**src/logic/uart_pkg.sv**
```systemverilog
//**************************************************************************
// Frame format is fixed at 8N1. Only the bit length can change, and it is
// set by the BIT_TICKS parameter of the top level.
//**************************************************************************

`default_nettype none

package uart_pkg;

    // Data bits per frame, sent LSB first
    localparam int data_bits = 8;

    // Start bit, data bits and one stop bit
    localparam int frame_bits = data_bits + 2;

    // Line levels of the framing bits
    localparam logic start_bit = 1'b0;
    localparam logic stop_bit  = 1'b1;

    // 200 MHz / 173 gives about 1.156 Mbaud
    localparam int default_bit_ticks = 173;

    // Result of one received frame
    typedef struct packed {
        logic [data_bits-1:0] data;       // Received byte
        logic                 frame_err;  // Stop bit was sampled low
    } rx_word_t;

endpackage

`default_nettype wire

```
**src/logic/baud_strobe.sv**
```systemverilog
//**************************************************************************
// Free-running bit-rate strobe, one cycle high every BIT_TICKS cycles.
// BIT_TICKS must be 4 or more. The counter restarts on reset.
//**************************************************************************

`timescale 1ns/1ps
`default_nettype none

module baud_strobe #(
    parameter int BIT_TICKS = uart_pkg::default_bit_ticks
) (
    input  logic clk200,
    input  logic rst_n,
    output logic bit_strobe
);

    localparam int CNT_W = $clog2(BIT_TICKS);

    logic [CNT_W-1:0] tick_cnt;

    // Down-counter with reload, the strobe is registered from the zero state
    always_ff @(posedge clk200 or negedge rst_n) begin
        if (!rst_n) begin
            tick_cnt   <= CNT_W'(BIT_TICKS - 1);
            bit_strobe <= 1'b0;
        end else begin
            bit_strobe <= (tick_cnt == '0);
            if (tick_cnt == '0) begin
                tick_cnt <= CNT_W'(BIT_TICKS - 1);
            end else begin
                tick_cnt <= tick_cnt - 1'b1;
            end
        end
    end

    // The transmitter relies on a single-cycle strobe per bit period
    property p_strobe_single;
        @(posedge clk200) disable iff (!rst_n)
        bit_strobe |=> !bit_strobe;
    endproperty

    a_strobe_single : assert property (p_strobe_single)
        else $error("bit_strobe high on two consecutive cycles");

endmodule

`default_nettype wire

```
**src/logic/uart_tx.sv**
```systemverilog
//**************************************************************************
// 8N1 transmitter paced by an external bit strobe. A start pulse while busy
// is dropped, and the first bit waits for the next strobe.
//**************************************************************************

`timescale 1ns/1ps
`default_nettype none

module uart_tx (
    input  logic       clk200,
    input  logic       rst_n,
    input  logic       bit_strobe,
    input  logic       tx_start,
    input  logic [7:0] tx_data,
    output logic       tx_busy,
    output logic       txd
);

    localparam int CNT_W = $clog2(uart_pkg::frame_bits + 1);

    // Count value at the strobe that ends the stop bit
    localparam logic [CNT_W-1:0] CNT_LAST = CNT_W'(uart_pkg::frame_bits);

    logic [uart_pkg::frame_bits-1:0] shift_reg;  // Framed byte, LSB goes out first
    logic [CNT_W-1:0]                bit_cnt;
    logic                            accept;
    logic                            advance;

    assign accept  = tx_start && !tx_busy;
    assign advance = tx_busy && bit_strobe;

    // Control path, txd comes straight from this flop
    always_ff @(posedge clk200 or negedge rst_n) begin
        if (!rst_n) begin
            tx_busy <= 1'b0;
            txd     <= 1'b1;   // Idle line is high
            bit_cnt <= '0;
        end else if (accept) begin
            tx_busy <= 1'b1;
            bit_cnt <= '0;
        end else if (advance) begin
            if (bit_cnt == CNT_LAST) begin
                // Stop bit has run its full period, txd is already high
                tx_busy <= 1'b0;
            end else begin
                txd     <= shift_reg[0];
                bit_cnt <= bit_cnt + 1'b1;
            end
        end
    end

    // Frame data is captured on the accepted start and shifted once per bit
    always_ff @(posedge clk200) begin
        if (accept) begin
            shift_reg <= {uart_pkg::stop_bit, tx_data, uart_pkg::start_bit};
        end else if (advance) begin
            shift_reg <= shift_reg >> 1;
        end
    end

    property p_idle_high;
        @(posedge clk200) disable iff (!rst_n)
        !tx_busy |-> txd;
    endproperty

    // Busy may only drop on the strobe that closes the stop bit
    property p_busy_falls_on_strobe;
        @(posedge clk200) disable iff (!rst_n)
        (tx_busy && !bit_strobe) |=> tx_busy;
    endproperty

    a_idle_high : assert property (p_idle_high)
        else $error("txd low while tx_busy is low");

    a_busy_falls_on_strobe : assert property (p_busy_falls_on_strobe)
        else $error("tx_busy fell without a bit strobe");

endmodule

`default_nettype wire

```
**src/logic/uart_rx.sv**
```systemverilog
//**************************************************************************
// 8N1 receiver with its own bit timing. Samples at mid-bit, so the far end
// must be within a few percent of BIT_TICKS. rx_done must be caught.
//**************************************************************************

`timescale 1ns/1ps
`default_nettype none

module uart_rx #(
    parameter int BIT_TICKS = uart_pkg::default_bit_ticks
) (
    input  logic              clk200,
    input  logic              rst_n,
    input  logic              rxd,
    output logic              rx_busy,
    output logic              rx_done,
    output uart_pkg::rx_word_t rx_word
);

    localparam int CNT_W = $clog2(BIT_TICKS);
    localparam int IDX_W = $clog2(uart_pkg::data_bits);

    localparam logic [CNT_W-1:0] TICKS_HALF = CNT_W'(BIT_TICKS / 2 - 1);
    localparam logic [CNT_W-1:0] TICKS_FULL = CNT_W'(BIT_TICKS - 1);
    localparam logic [IDX_W-1:0] IDX_LAST   = IDX_W'(uart_pkg::data_bits - 1);

    typedef enum logic [1:0] {
        ST_IDLE,
        ST_START,
        ST_DATA,
        ST_STOP
    } rx_state_t;

    rx_state_t                      state;
    logic                           rxd_meta;
    logic                           rxd_sync;
    logic                           rxd_prev;
    logic                           start_edge;
    logic                           sample;
    logic [CNT_W-1:0]               tick_cnt;
    logic [IDX_W-1:0]               bit_idx;
    logic [uart_pkg::data_bits-1:0] data_sr;

    // Two-flop synchronizer plus one delay stage for the edge detector
    always_ff @(posedge clk200 or negedge rst_n) begin
        if (!rst_n) begin
            rxd_meta <= 1'b1;
            rxd_sync <= 1'b1;
            rxd_prev <= 1'b1;
        end else begin
            rxd_meta <= rxd;
            rxd_sync <= rxd_meta;
            rxd_prev <= rxd_sync;
        end
    end

    assign start_edge = rxd_prev && !rxd_sync;
    assign sample     = (state != ST_IDLE) && (tick_cnt == '0);
    assign rx_busy    = (state != ST_IDLE);

    always_ff @(posedge clk200 or negedge rst_n) begin
        if (!rst_n) begin
            state    <= ST_IDLE;
            tick_cnt <= '0;
            bit_idx  <= '0;
            rx_done  <= 1'b0;
            rx_word  <= '0;
        end else begin
            rx_done <= 1'b0;

            // Half a bit to the start sample, then full bits
            if (state == ST_IDLE) begin
                tick_cnt <= TICKS_HALF;
            end else if (sample) begin
                tick_cnt <= TICKS_FULL;
            end else begin
                tick_cnt <= tick_cnt - 1'b1;
            end

            case (state)
                ST_IDLE: begin
                    if (start_edge) begin
                        state <= ST_START;
                    end
                end
                ST_START: begin
                    if (sample) begin
                        // A line that is high again at mid-bit was only a glitch
                        state   <= rxd_sync ? ST_IDLE : ST_DATA;
                        bit_idx <= '0;
                    end
                end
                ST_DATA: begin
                    if (sample) begin
                        bit_idx <= bit_idx + 1'b1;
                        if (bit_idx == IDX_LAST) begin
                            state <= ST_STOP;
                        end
                    end
                end
                ST_STOP: begin
                    if (sample) begin
                        state             <= ST_IDLE;
                        rx_done           <= 1'b1;
                        rx_word.data      <= data_sr;
                        rx_word.frame_err <= (rxd_sync != uart_pkg::stop_bit);
                    end
                end
                default: state <= ST_IDLE;
            endcase
        end
    end

    // Data bits arrive LSB first, so shift in from the top
    always_ff @(posedge clk200) begin
        if (state == ST_DATA && sample) begin
            data_sr <= {rxd_sync, data_sr[uart_pkg::data_bits-1:1]};
        end
    end

    property p_done_single;
        @(posedge clk200) disable iff (!rst_n)
        rx_done |=> !rx_done;
    endproperty

    property p_done_after_busy;
        @(posedge clk200) disable iff (!rst_n)
        rx_done |-> $past(rx_busy);
    endproperty

    a_done_single : assert property (p_done_single)
        else $error("rx_done high on two consecutive cycles");

    a_done_after_busy : assert property (p_done_after_busy)
        else $error("rx_done without a frame in progress");

endmodule

`default_nettype wire

```
**src/logic/uart_core.sv**
```systemverilog
//**************************************************************************
// Serial link top. The transmitter runs from the shared strobe and the
// receiver keeps its own timing. No flow control, start pulses while busy
// are dropped.
//**************************************************************************

`timescale 1ns/1ps
`default_nettype none

module uart_core #(
    parameter int BIT_TICKS = uart_pkg::default_bit_ticks  // clk200 cycles per bit
) (
    input  logic               clk200,
    input  logic               rst_n,
    input  logic               tx_start,
    input  logic [7:0]         tx_data,
    output logic               tx_busy,
    output logic               txd,
    input  logic               rxd,
    output logic               rx_busy,
    output logic               rx_done,
    output uart_pkg::rx_word_t rx_word
);

    logic bit_strobe;

    baud_strobe #(
        .BIT_TICKS (BIT_TICKS)
    ) u_baud_strobe (
        .clk200     (clk200),
        .rst_n      (rst_n),
        .bit_strobe (bit_strobe)
    );

    uart_tx u_uart_tx (
        .clk200     (clk200),
        .rst_n      (rst_n),
        .bit_strobe (bit_strobe),
        .tx_start   (tx_start),
        .tx_data    (tx_data),
        .tx_busy    (tx_busy),
        .txd        (txd)
    );

    // Receiver samples on its own counter and does not use bit_strobe
    uart_rx #(
        .BIT_TICKS (BIT_TICKS)
    ) u_uart_rx (
        .clk200  (clk200),
        .rst_n   (rst_n),
        .rxd     (rxd),
        .rx_busy (rx_busy),
        .rx_done (rx_done),
        .rx_word (rx_word)
    );

endmodule

`default_nettype wire

```
**config.mk**
```make
export PLATFORM = sky130hd
export DESIGN_NAME = uart_core
export DESIGN_NICKNAME = d
export VERILOG_FILES = /design/src/logic/uart_pkg.sv /design/src/logic/baud_strobe.sv /design/src/logic/uart_tx.sv /design/src/logic/uart_rx.sv /design/src/logic/uart_core.sv
export SDC_FILE = /design/constraint.sdc
export NUM_CORES = 1
export LEC_CHECK = 0
export BUFFER_PORTS_ARGS = -buffer_cell sky130_fd_sc_hd__buf_2
export CORE_UTILIZATION = 56
export CTS_CLUSTER_SIZE = 16
export DETAILED_ROUTE_END_ITERATION = 16
export PLACE_DENSITY = 0.83
export SLEW_MARGIN = 30
export SYNTH_ARGS = -nofsm -noshare
export SYNTH_HDL_FRONTEND = slang
export SYNTH_SLANG_ARGS = --single-unit
```
**constraint.sdc**
```tcl
create_clock -name clk200 -period 2.37 [get_ports clk200]
set_clock_uncertainty 0.2 [all_clocks]
set_input_delay 0.1185 -clock clk200 [delete_from_list [all_inputs] [get_ports clk200]]
set_output_delay 0.1185 -clock clk200 [all_outputs]
set_load 0.01 [all_outputs]
```
# Word-level counts from Yosys, hierarchy flattened
# Index checks and enable logic that the tools add are counted.
[op_classes]
n_mux = 23
eq_ne = 11
addsub = 4
bitwise = 3
n_reduce_logical = 20
[op_table]
columns = ["op", "n"]
rows = [
  ["8-bit 2-to-1 mux", 3],
  ["9-bit 2-to-1 mux", 2],
  ["8-bit zero test", 2],
  ["8-bit by 1-bit subtractor with 8-bit output, second input constant", 2],
  ["2-bit 2-to-1 mux", 6],
  ["4-bit 2-to-1 mux", 3],
  ["2-bit by 1-bit != test with 1-bit output, second input constant", 6],
  ["2-bit case mux with 4 select lines", 1],
  ["2-bit nonzero test", 4],
  ["3-bit 2-to-1 mux", 2],
  ["3-bit case mux with 2 select lines", 1],
  ["2-bit AND reduction", 3],
  ["3-bit AND reduction", 2],
  ["1-bit logical AND", 5],
  ["1-bit 2-to-1 mux", 5],
  ["5-bit AND reduction", 1],
  ["4-bit by 1-bit adder with 4-bit output, second input constant", 1],
  ["2-bit equality test, second input constant", 2],
  ["4-bit equality test, second input constant", 1],
  ["3-bit by 1-bit adder with 3-bit output, second input constant", 1],
  ["3-bit equality test, second input constant", 1],
  ["1-bit NOT", 3],
  ["2-bit by 1-bit equality test with 1-bit output, second input constant", 1],
  ["1-bit zero test", 2],
  ["2-bit zero test", 1],
]
[word_totals]
inputBits = 12
reg_bits = 59
output_inout_bits = 13

# Depth between registers and ports, before layout
# Gate-level depths: netlist of the first run.
[logic_depth]
depth_word = 4
mapped_depth = 8
depth_no_buf = 6

# Modules after synthesis
# A second synthesis of the first run with hierarchy kept.
[hier_totals]
hier_cells = 201
hier_area_um2 = 2572.5
[modules_own_cells]
columns = ["module", "instances", "seq_area_each_um2", "cells_per_inst", "area_each_um2"]
rows = [
  ["uart_rx", 1, 894.6, 105, 1411.4],
  ["uart_tx", 1, 431.7, 57, 730.7],
  ["baud_strobe", 1, 230.2, 39, 430.4],
]

# Worst setup path before layout of the first run
# OpenSTA, ideal clock, no wires.
[synth_timing]
path_kind = "register to register"
from = "reg u_uart_rx.state[0]"
to = "reg u_uart_rx.rx_word[1] (netlist name)"
arrival_time_ns = 1.727
setup_slack_ns = 0.318
stages_incl_launch_ff = 8
period_less_slack_ns = 2.052
path_cell_list = "dfrtp_1 inv_1 ha_1 buf_6 nor4b_2 nand3_2 buf_6 mux2_4"
[synth_between]
elab_chain_cells = 3
[synth_rtl]
columns = ["element", "line", "source"]
rows = [
  ["start, declared", "uart_rx.sv:34", "rx_state_t state;"],
  ["start signal, assigned", "uart_rx.sv:89", "state <= rxd_sync ? ST_IDLE : ST_DATA;"],
  ["2-bit nonzero test", "uart_rx.sv:58", "assign sample = (state != ST_IDLE) && (tick_cnt == '0);"],
  ["1-bit logical AND", "uart_rx.sv:58", ""],
  ["2-bit AND reduction (no source line) *", "n/a", ""],
]
# Mark *: on every way between the ends. The rest lies on a longest branch, timed or not.
# A chain may end at the register's enable or synchronous reset.

# Worst setup path in the final report of the first run
[layout_timing]
from = "reg u_uart_rx.state[0]"
to = "reg u_uart_rx.rx_word[1] (netlist name)"
[layout_between]
elab_chain_cells = 3
[layout_rtl]
columns = ["element", "line"]
rows = [
  ["2-bit nonzero test", "uart_rx.sv:58"],
  ["1-bit logical AND", "uart_rx.sv:58"],
  ["2-bit AND reduction (no source line) *", "n/a"],
]
# Marked as above.

==> results.md, run 1 <==
- Layout cells sized above 1: 0.265
- Via count: 1698
- PortBufs: 24
- Crit path launch type: flop
- Max FFs per register: 10
- Sum of negative setup slack: 0 ns
- Final setup fails: 0
- R2R Path Start: u_uart_rx.state[0]
- Most common cell after layout, fill and taps aside: dfrtp_1
- Final setup margin: 0.169 ns
- CP Data Arrival Time: 2.21 ns
- Post-synthesis async set-or-reset flop share: 0.695
- Seq cells post-synth: 59
- Worst path slowest cell: dfrtp_1
- Top area cells in the synthesized netlist: dfrtp_1 (32%), edfxtp_1 (18%), dfstp_2 (8.0%)
- Reg area: 1560 um^2
- Required time worst endpoint: 2.38 ns
- Post-Place Cell Area: 2790 um^2
- Tmin final: 2.20 ns
- Crit path cell chain: inv_1, ha_1, nor4b_2, nand3_2, mux2_4
- Reg2Reg Depth: 5
- Switching Share: 0.294
- Static leakage: 1.37 nW
- Clock buffer depth: 2
- Max-slew headroom: 0.566
- Vias in the first global route: 1662
- Post-CTS Setup Repair Bufs: 0
- Commonest non-fill, non-tap cells in the layout: dfrtp_1 (33), buf_2 (23), edfxtp_1 (16)
- Multi-input gate area: 981 um^2
- Top_reg_cell synth: dfrtp_1
- DR WL met2: 2070 um
- Die height: 70.4 um
- Total design power: 0.00248 W
- Total of max-cap violations: 0
- Post-route cell area: 3080 um^2
- Global-route wire length before repair: 7610 um
- Cell variety after synth: 43
- Worst-path clk slew: 0.06 ns
- WL met3: 153 um
- Routed len/inst: 14.3 um
- Yosys warning total: 0
- DRT Pass-1 Iters: 4
- Reg power frac: 0.484
- Worst VDD drop: 0.492 mV
- Worst-path fanout max: 11
- Worst-Skew Late Latency: 0.33 ns
- DRT iter0 DRCs: 100
- Max-slew violation count: 0
- Clock group share of total power: 0.330
- Combinational power share: 0.186
- Hold-fix buffers at CTS: 11
- Fill cells: 312
- CTS tree: yes
- Max layer used: met4
- Die area: 4950 um^2
- Syn avg cell area: 12.6 um^2
- Sequential fraction of the synthesis area: 0.595
- Post-CTS resize count: 0
- Fin. Hold Viols: 0
- Ports: 25
- Slew @ Worst Pin: 0.649 ns
- Total GRT Usage: 0.201
- Max incr delay on CP: 0.40 ns
- WS Path Type: flop to flop
- CTS Buf Count: 9
- Root buf cell: clkbuf_8
- P_sw: 0.000728 W
- Mapped Cells: 208
- DR vias/cell: 5.50
- Pin count of the biggest net entering global routing: 42
- Worst path top cell family by delay: simple AND/OR/NAND/NOR gates
- # DRC: 0
- Synthesized area: 2620 um^2
- Outcome: complete, no violations
- Period utilisation layout: 0.929
- M1 wire length: 2130 um
- Post-detailed-placement half-perimeter wirelength: 2930 um
- CTS Sinks: 59
- Number of flops mapped to enable cells by yosys: 16
- Power per cell area: 805 nW/um^2
- RSZ-0062 raised after global routing: false
- Die W: 70.4 um
- Post-route ant nets: 0
- CTS HTree Levels: 3
- Synthesis-to-finish area growth: 17.7%
- Synth area leader: dfrtp_1
- Initial antenna violation count: 0
- Routability cong.: 0.783
- GRT Residual Overflow: 0
- Buffers and inverters on the worst path: 1
- Fin Hold WS: 0.104 ns
- Worst min path class: primary input to async pin
- FF-to-FF End: u_uart_rx.rx_word[1]
- Initial Util: 0.593
- Syn_nets: 232
- Worst Setup End Kind: flop
- Core ar.: 4410 um^2
- R2R Setup Slk: 0.17 ns
- Max frequency: 454 MHz
- Internal power: 0.00175 W
- Diodes inserted: 0
- Place WS: 0.167 ns
- Row count: 24
- Synth top area share: 0.316
- Post-Route WL: 4430 um
- Nets: 276
per-stage QoR:
stage | instances | util
2_1_floorplan | 208 | -
3_3_place_gp | 282 | 0.631
3_5_place_dp | 282 | 0.631
4_1_cts | 309 | 0.697
5_1_grt | 309 | 0.698
6_report | 309 | 0.698
cells by family (layout without fill, tap and decap cells):
family                     Yosys count  in the layout  synth area share
AOI/OAI and AO/OA                   42             42             0.109
buffers and inverters               17             66            0.0301
and+or+nand+nor                     61             61             0.132
xor gates and xnor gates             6              6            0.0201
adders and majority gates           12             12            0.0574
muxes                               11             11            0.0564
DFF                                 59             59             0.595
synthesized netlist by cell type (all sizes together) (2+ instances only):
library cell	n
xnor2	5
nand2b	6
a21o	2
nor4	3
o2bb2ai	2
mux2i	2
nand2	9
inv	13
dfxtp	2
edfxtp	16
a22o	10
nor2b	2
nor3	6
dfstp	8
a32o	2
nand3	7
clkbuf	2
ha	12
mux2	9
a21oi	7
nor2	17
nand4	2
a311oi	2
o21ai	15
dfrtp	33
buf	2
and3	3
worst max path at each step:
stage / endpoint / from / cells past startpoint / slack, ns
2_1_floorplan: u_uart_rx.rx_word[1] / u_uart_rx.state[0] / 7 / 0.32
3_3_place_gp: u_uart_rx.rx_word[2] / u_uart_rx.state[0] / 5 / 0.27
3_5_place_dp: u_uart_rx.rx_word[3] / u_uart_rx.state[0] / 5 / 0.17
4_1_cts: u_uart_rx.rx_word[1] / u_uart_rx.state[0] / 5 / 0.16
5_1_grt: u_uart_rx.rx_word[6] / u_uart_rx.state[0] / 5 / 0.01
6_report: u_uart_rx.rx_word[1] / u_uart_rx.state[0] / 5 / 0.17
area by class of cell:
cell class,instances,share of cell area
multi-input combinational,132,0.319
clock inverter,4,0.00813
tap,52,0.0211
sequential,59,0.505
clock buffer,12,0.0504
inverter,13,0.0158
timing repair buffer,37,0.0805
layer usage:
metal / global-route usage / vias up
met5: 0 / -
li1: - / 842
met3: 0.0606 / 8
met2: 0.302 / 30
met4: 0.0867 / 0
met1: 0.270 / 818
power groups by stage:
stage | logic [W] | clock network [W] | registers [W]
final | 0.000460 | 0.000817 | 0.00120
after global routing | 0.000524 | 0.000879 | 0.00121
after CTS | 0.000462 | 0.000837 | 0.00120
after detailed placement | 0.000443 | 0 | 0.00122
after global placement | 0.000437 | 0 | 0.00121
after floorplan | 0.000354 | 0 | 0.00120
Power figures use the tool's default switching activity.
==> inputs of run 2 (changes only) <==
PLACE_DENSITY = default   (was 0.83)
PLACE_DENSITY_LB_ADDON = 0.2   (was default)
==> run 2 against run 1 <==
Effect of this change: cell count is 0.32% higher; die area stayed put; sequential power hardly changed; flip-flop and latch count stayed put; via count is 1.7% lower; sequential share of layout area stayed put; count of clock-buffer cells in the layout is 1 higher; clock power is 3.1% lower; largest cell class unchanged; combinational power is 4% higher; critical path depth stayed put.
==> results.md, run 2 (synthesized netlist as in run 1, its figures left out) <==
- Outcome: complete, no violations (unchanged)
- CP Data Arrival Time: 2.16 ns (was 2.21 ns)
- Total GRT Usage: 0.196 (was 0.201)
- Die height: 70.4 um (unchanged)
- Power per cell area: 801 nW/um^2 (was 805 nW/um^2)
- Max-slew violation count: 0 (unchanged)
- Post-route cell area: 3080 um^2 (unchanged)
- Slew @ Worst Pin: 0.606 ns (was 0.649 ns)
- Static leakage: 1.38 nW (was 1.37 nW)
- Fill cells: 303 (was 312)
- Initial antenna violation count: 0 (unchanged)
- Max layer used: met4 (unchanged)
- Synthesis-to-finish area growth: 17.7% (unchanged)
- Post-Route WL: 4210 um (was 4430 um)
- Worst-path fanout max: 11 (unchanged)
- Tmin final: 2.14 ns (was 2.20 ns)
- CTS Sinks: 59 (unchanged)
- FF-to-FF End: u_uart_rx.rx_word[7] (was u_uart_rx.rx_word[1])
- Crit path launch type: flop (unchanged)
- DR vias/cell: 5.38 (was 5.50)
- Fin. Hold Viols: 0 (unchanged)
- CTS tree: yes (unchanged)
- Die area: 4950 um^2 (unchanged)
- M1 wire length: 2070 um (was 2130 um)
- Sum of negative setup slack: 0 ns (unchanged)
- Most common cell after layout, fill and taps aside: dfrtp_1 (unchanged)
- DRT iter0 DRCs: 87 (was 100)
- Die W: 70.4 um (unchanged)
- DR WL met2: 1850 um (was 2070 um)
- Row count: 24 (unchanged)
- Ports: 25 (unchanged)
- Final setup fails: 0 (unchanged)
- Worst Setup End Kind: flop (unchanged)
- PortBufs: 24 (unchanged)
- R2R Path Start: u_uart_rx.state[0] (unchanged)
- Max FFs per register: 10 (unchanged)
- Worst VDD drop: 0.678 mV (was 0.492 mV)
- Diodes inserted: 0 (unchanged)
- Worst min path class: primary input to async pin (unchanged)
- GRT Residual Overflow: 0 (unchanged)
- Core ar.: 4410 um^2 (unchanged)
- Root buf cell: clkbuf_8 (unchanged)
- R2R Setup Slk: 0.23 ns (was 0.17 ns)
- Max frequency: 466 MHz (was 454 MHz)
- # DRC: 0 (unchanged)
- Vias in the first global route: 1587 (was 1662)
- WS Path Type: flop to flop (unchanged)
- Layout cells sized above 1: 0.260 (was 0.265)
- RSZ-0062 raised after global routing: false (unchanged)
- Period utilisation layout: 0.905 (was 0.929)
- Post-route ant nets: 0 (unchanged)
- Worst-path clk slew: 0.07 ns (was 0.06 ns)
- Max-slew headroom: 0.595 (was 0.566)
- Via count: 1669 (was 1698)
- Commonest non-fill, non-tap cells in the layout: dfrtp_1 (33), buf_2 (23), edfxtp_1 (16) (unchanged)
- Reg2Reg Depth: 5 (unchanged)
- CTS Buf Count: 9 (unchanged)
- Nets: 277 (was 276)
- CTS HTree Levels: 3 (unchanged)
- DRT Pass-1 Iters: 4 (unchanged)
- Initial Util: 0.593 (unchanged)
- Global-route wire length before repair: 7330 um (was 7610 um)
- Routed len/inst: 13.6 um (was 14.3 um)
- Total of max-cap violations: 0 (unchanged)
- Post-Place Cell Area: 2790 um^2 (about the same)
- Required time worst endpoint: 2.39 ns (was 2.38 ns)
- WL met3: 172 um (was 153 um)
- Clock buffer depth: 2 (unchanged)
- Post-detailed-placement half-perimeter wirelength: 2740 um (was 2930 um)
- Routability cong.: 0.784 (was 0.783)
- Post-CTS Setup Repair Bufs: 0 (unchanged)
- Worst-Skew Late Latency: 0.34 ns (was 0.33 ns)
- Pin count of the biggest net entering global routing: 42 (unchanged)
==> run 2: cell types whose count changed in the layout (fill, tap and decap cells not counted), sizes merged <==
cell / before / now
buf: 26 / 27
clkinvlp: 2 / 0
clkinv: 2 / 3
clkbuf: 12 / 13
==> run 2: worst max-delay path, cell delays in order (launching register included) <==
cell and delay [ns]:
dfrtp_1 0.39, inv_1 0.09, ha_1 0.26, nor4b_2 0.34, nand3_2 0.34, mux2_4 0.40
==> run 2: metrics by stage <==
| stage | utilization | total power (W) | hold slack [ns] | instances | setup WS [ns] |
|---|---|---|---|---|---|
| after floorplan | - | 0.00155 | -0.377 | 208 | 0.318 |
| after global placement | 0.633 | 0.00167 | 0.0240 | 283 | 0.320 |
| after detailed placement | 0.633 | 0.00167 | 0.0304 | 283 | 0.224 |
| after CTS | 0.697 | 0.00249 | 0.156 | 310 | 0.223 |
| after global routing | 0.698 | 0.00260 | 0.146 | 310 | 0.0920 |
| final | 0.698 | 0.00247 | 0.0902 | 310 | 0.226 |
==> run 2: how the worst max path moves through the flow <==
stage,from,endpoint,slack (ns),depth (start not counted)
after floorplan,u_uart_rx.state[0],u_uart_rx.rx_word[1],0.32,7
after global placement,u_uart_rx.state[0],u_uart_rx.rx_word[1],0.32,5
after detailed placement,u_uart_rx.state[0],u_uart_rx.rx_word[7],0.22,5
after CTS,u_uart_rx.state[0],u_uart_rx.rx_word[7],0.22,5
after global routing,u_uart_rx.state[0],u_uart_rx.rx_word[1],0.09,5
final,u_uart_rx.state[0],u_uart_rx.rx_word[7],0.23,5
==> run 2: power by group <==
group | total, W | switching [W] | internal (W)
Combinational | 0.000478 | 0.000265 | 0.000213
Clock | 0.000792 | 0.000362 | 0.000429
Sequential | 0.00120 | 0.0000817 | 0.00112
==> run 2: cell type report <==
cell class	instances	area [um^2]	area share
Sequential cell	59	1560	0.505
Multi-Input combinational cell	132	981	0.319
Clock inverter	3	13.8	0.00447
Inverter	13	48.8	0.0158
Timing Repair Buffer	38	255	0.0829
Clock buffer	13	159	0.0516
Tap cell	52	65.1	0.0211
==> run 2: repair_timing <==
item | in CTS | in global routing
gates resized for setup | 0 | 0
endpoints found under the setup margin | 0 | 0
hold endpoints to repair | 46 | 0
hold buffers | 11 | 0
==> run 2: layer usage <==
layer	vias to the layer above	global-route usage
met4	0	0.113
met3	11	0.0606
li1	840	-
met2	33	0.269
met5	-	0
met1	785	0.275
==> inputs of run 3 (changes only) <==
SYNTH_HIERARCHICAL = 1   (was default)
==> run 3 against run 2 <==
Effect of this change: via count grew 6.3%; first-iteration DRC count grew 52%; register-to-register slack lost 0.05 ns; cell count shrank 2.6%; worst hold slack better by 0.023 ns; non-clock buffer count is 1 higher; design area down 0.12%; critical path depth increased by 1; die area decreased by 1.6%; flip-flop and latch count stayed put; sequential power rose by 7%.
==> results.md, run 3 <==
- Place WS: 0.0822 ns (was 0.224 ns)
- Worst-path fanout max: 10 (was 11)
- Pin count of the biggest net entering global routing: 42 (unchanged)
- Initial Util: 0.587 (was 0.593)
- Global-route wire length before repair: 8330 um (was 7330 um)
- Worst path slowest cell: or3b_4 (was mux2_4)
- Most common cell after layout, fill and taps aside: dfrtp_1 (unchanged)
- Die area: 4870 um^2 (was 4950 um^2)
- R2R Path Start: u_uart_rx/tick_cnt[0] (was u_uart_rx.state[0])
- Outcome: complete, no violations (unchanged)
- WS Path Type: flop to flop (unchanged)
- Nets: 264 (was 277)
- Routed len/inst: 16.3 um (was 13.6 um)
- Top area cells in the synthesized netlist: dfrtp_1 (32%), edfxtp_1 (19%), dfstp_2 (8.2%) (was dfrtp_1 (32%), edfxtp_1 (18%), dfstp_2 (8.0%))
- RSZ-0062 raised after global routing: false (unchanged)
- Worst-path clk slew: 0.07 ns (about the same)
- Core ar.: 4380 um^2 (was 4410 um^2)
- Worst path top cell family by delay: simple AND/OR/NAND/NOR gates (unchanged)
- Post-route ant nets: 0 (unchanged)
- Max FFs per register: 10 (unchanged)
- Clock buffer depth: 2 (unchanged)
- Commonest non-fill, non-tap cells in the layout: dfrtp_1 (33), buf_2 (23), edfxtp_1 (16) (unchanged)
- Die height: 69.8 um (was 70.4 um)
- Max frequency: 456 MHz (was 466 MHz)
- Fin. Hold Viols: 0 (unchanged)
- Synth area leader: dfrtp_1 (unchanged)
- DRT iter0 DRCs: 132 (was 87)
- Sequential fraction of the synthesis area: 0.605 (was 0.595)
- Vias in the first global route: 1800 (was 1587)
- Max incr delay on CP: 0.44 ns (was 0.40 ns)
- Seq cells post-synth: 59 (unchanged)
- Total GRT Usage: 0.226 (was 0.196)
- Cell variety after synth: 53 (was 43)
- Ports: 25 (unchanged)
- CP Data Arrival Time: 2.20 ns (was 2.16 ns)
- Top-count cell post-synth: dfrtp_1 (unchanged)
- Reg2Reg Depth: 6 (was 5)
- Max-slew headroom: 0.573 (was 0.595)
- Final setup margin: 0.177 ns (was 0.226 ns)
- DR vias/cell: 5.87 (was 5.38)
- Root buf cell: clkbuf_8 (unchanged)
- # DRC: 0 (unchanged)
- Top_reg_cell synth: dfrtp_1 (unchanged)
- GRT Residual Overflow: 0 (unchanged)
- FF-to-FF End: u_uart_rx/rx_word[2] (was u_uart_rx.rx_word[7])
- Static leakage: 1.33 nW (was 1.38 nW)
- Post-CTS Setup Repair Bufs: 0 (unchanged)
- Fin Hold WS: 0.113 ns (was 0.0902 ns)
- Synthesis-to-finish area growth: 19.6% (was 17.7%)
- Worst Setup End Kind: flop (unchanged)
- Post-synthesis async set-or-reset flop share: 0.695 (unchanged)
- Mapped Cells: 201 (was 208)
- Commonest cells in the synthesized netlist: dfrtp_1 (33), edfxtp_1 (16), mux2_2 (11), inv_1 (10), nand2_1 (10) (was dfrtp_1 (33), edfxtp_1 (16), nor2_1 (15), inv_1 (13), ha_1 (12))
- CTS Sinks: 59 (unchanged)
- Power per cell area: 835 nW/um^2 (was 801 nW/um^2)
- Die W: 69.8 um (was 70.4 um)
- Syn_nets: 220 (was 232)
- Row count: 24 (unchanged)
- CTS tree: yes (unchanged)
- Sum of negative setup slack: 0 ns (unchanged)
- PortBufs: 24 (unchanged)
- Buffers and inverters on the worst path: 2 (was 1)
- Layout cells sized above 1: 0.292 (was 0.260)
- Via count: 1774 (was 1669)
- R2R Setup Slk: 0.18 ns (was 0.23 ns)
- Synthesized area: 2570 um^2 (was 2620 um^2)
- Crit path cell chain: inv_1, ha_1, or3b_4, nor3_4, buf_12, mux2_2 (was inv_1, ha_1, nor4b_2, nand3_2, mux2_4)
- Max-slew violation count: 0 (unchanged)
- Final setup fails: 0 (unchanged)
- Required time worst endpoint: 2.38 ns (was 2.39 ns)
- Period utilisation layout: 0.926 (was 0.905)
- Post-detailed-placement half-perimeter wirelength: 3190 um (was 2740 um)
- DRT Pass-1 Iters: 4 (unchanged)
- Initial antenna violation count: 0 (unchanged)
- Diodes inserted: 0 (unchanged)
- Synth top area share: 0.321 (was 0.316)
- Crit path launch type: flop (unchanged)
- Slew @ Worst Pin: 0.639 ns (was 0.606 ns)
- Worst-Skew Late Latency: 0.33 ns (was 0.34 ns)
- Routability cong.: 0.803 (was 0.784)
- Syn avg cell area: 12.8 um^2 (was 12.6 um^2)
- Total of max-cap violations: 0 (unchanged)
- Yosys warning total: 6 (was 0)
- Number of flops mapped to enable cells by yosys: 16 (unchanged)
- Final core occ: 0.701 (was 0.698)
- Worst min path class: primary input to async pin (unchanged)
- Tmin final: 2.19 ns (was 2.14 ns)
- Total design power: 0.00257 W (was 0.00247 W)
- Post-Route WL: 4910 um (was 4210 um)
- CTS HTree Levels: 3 (unchanged)
- Worst VDD drop: 0.627 mV (was 0.678 mV)
- CTS Buf Count: 9 (unchanged)
==> run 3: cell types whose count changed after synthesis, sizes merged, moves of 4 or more <==
cell	change
a22o	-9
a31oi	+4
a32o	+6
ha	-5
nand2b	-4
nor2	-8
o21ai	-10
or3b	+4
==> run 3: per-stage QoR <==
| step | cell area (um^2) | instances |
|---|---|---|
| 2_1_floorplan | 2580 | 201 |
| 3_3_place_gp | 2770 | 275 |
| 3_5_place_dp | 2770 | 275 |
| 4_1_cts | 3070 | 302 |
| 5_1_grt | 3080 | 302 |
| 6_report | 3080 | 302 |
==> run 3: where the power goes <==
part           total (W)  switching [W]  internal [W]
combinational   0.000422       0.000217      0.000205
sequential       0.00128       0.000134       0.00115
clock           0.000863       0.000358      0.000506
==> run 3: cell type report <==
class                      count  area [um^2]
fill                         315         1310
sequential                    59         1560
tap                           52         65.1
clock buffer                  12          145
timing repair buffer          39          275
clock inverter                 4         42.5
inverter                      10         37.5
multi-input combinational    126          953
==> run 3: routing by layer <==
metal,routed length [um],global-route usage,vias to the layer above,part of all wire
met1,2160,0.287,872,0.44
met5,0,0,-,0
li1,-,-,840,-
met4,156,0.151,0,0.032
met2,2370,0.344,47,0.48
met3,223,0.0567,15,0.045
==> run 3: cell families (layout without fill, tap and decap cells) <==
family                   Yosys count  in the layout  synth area share
multiplexers                      15             15            0.0657
flip-flops                        59             59             0.605
AND/OR/NAND/NOR                   59             59             0.139
XOR/XNOR                           3              3            0.0102
adder cells (fa/ha/maj)            7              7            0.0340
AO/OA/AOI/OAI                     42             42             0.119
buffers and inverters             16             65            0.0272
==> run 3: timing repair <==
item / in CTS / in global routing
hold endpoints to repair: 45 / 0
endpoints found under the setup margin: 0 / 6
gates resized for setup: 0 / 1
hold buffers: 11 / 0
==> run 3: worst max path at each step <==
stage	slack, ns	endpoint	cells past startpoint	startpoint
after floorplan	0.009	u_uart_rx/data_sr[0]	3	u_uart_rx/tick_cnt[4]
after global placement	0.14	u_uart_rx/rx_word[6]	6	u_uart_rx/tick_cnt[0]
after detailed placement	0.08	u_uart_rx/rx_word[1]	6	u_uart_rx/tick_cnt[0]
after CTS	0.07	u_uart_rx/rx_word[1]	6	u_uart_rx/tick_cnt[0]
after global routing	0.09	u_uart_rx/rx_word[1]	6	u_uart_rx/tick_cnt[0]
final	0.18	u_uart_rx/rx_word[2]	6	u_uart_rx/tick_cnt[0]
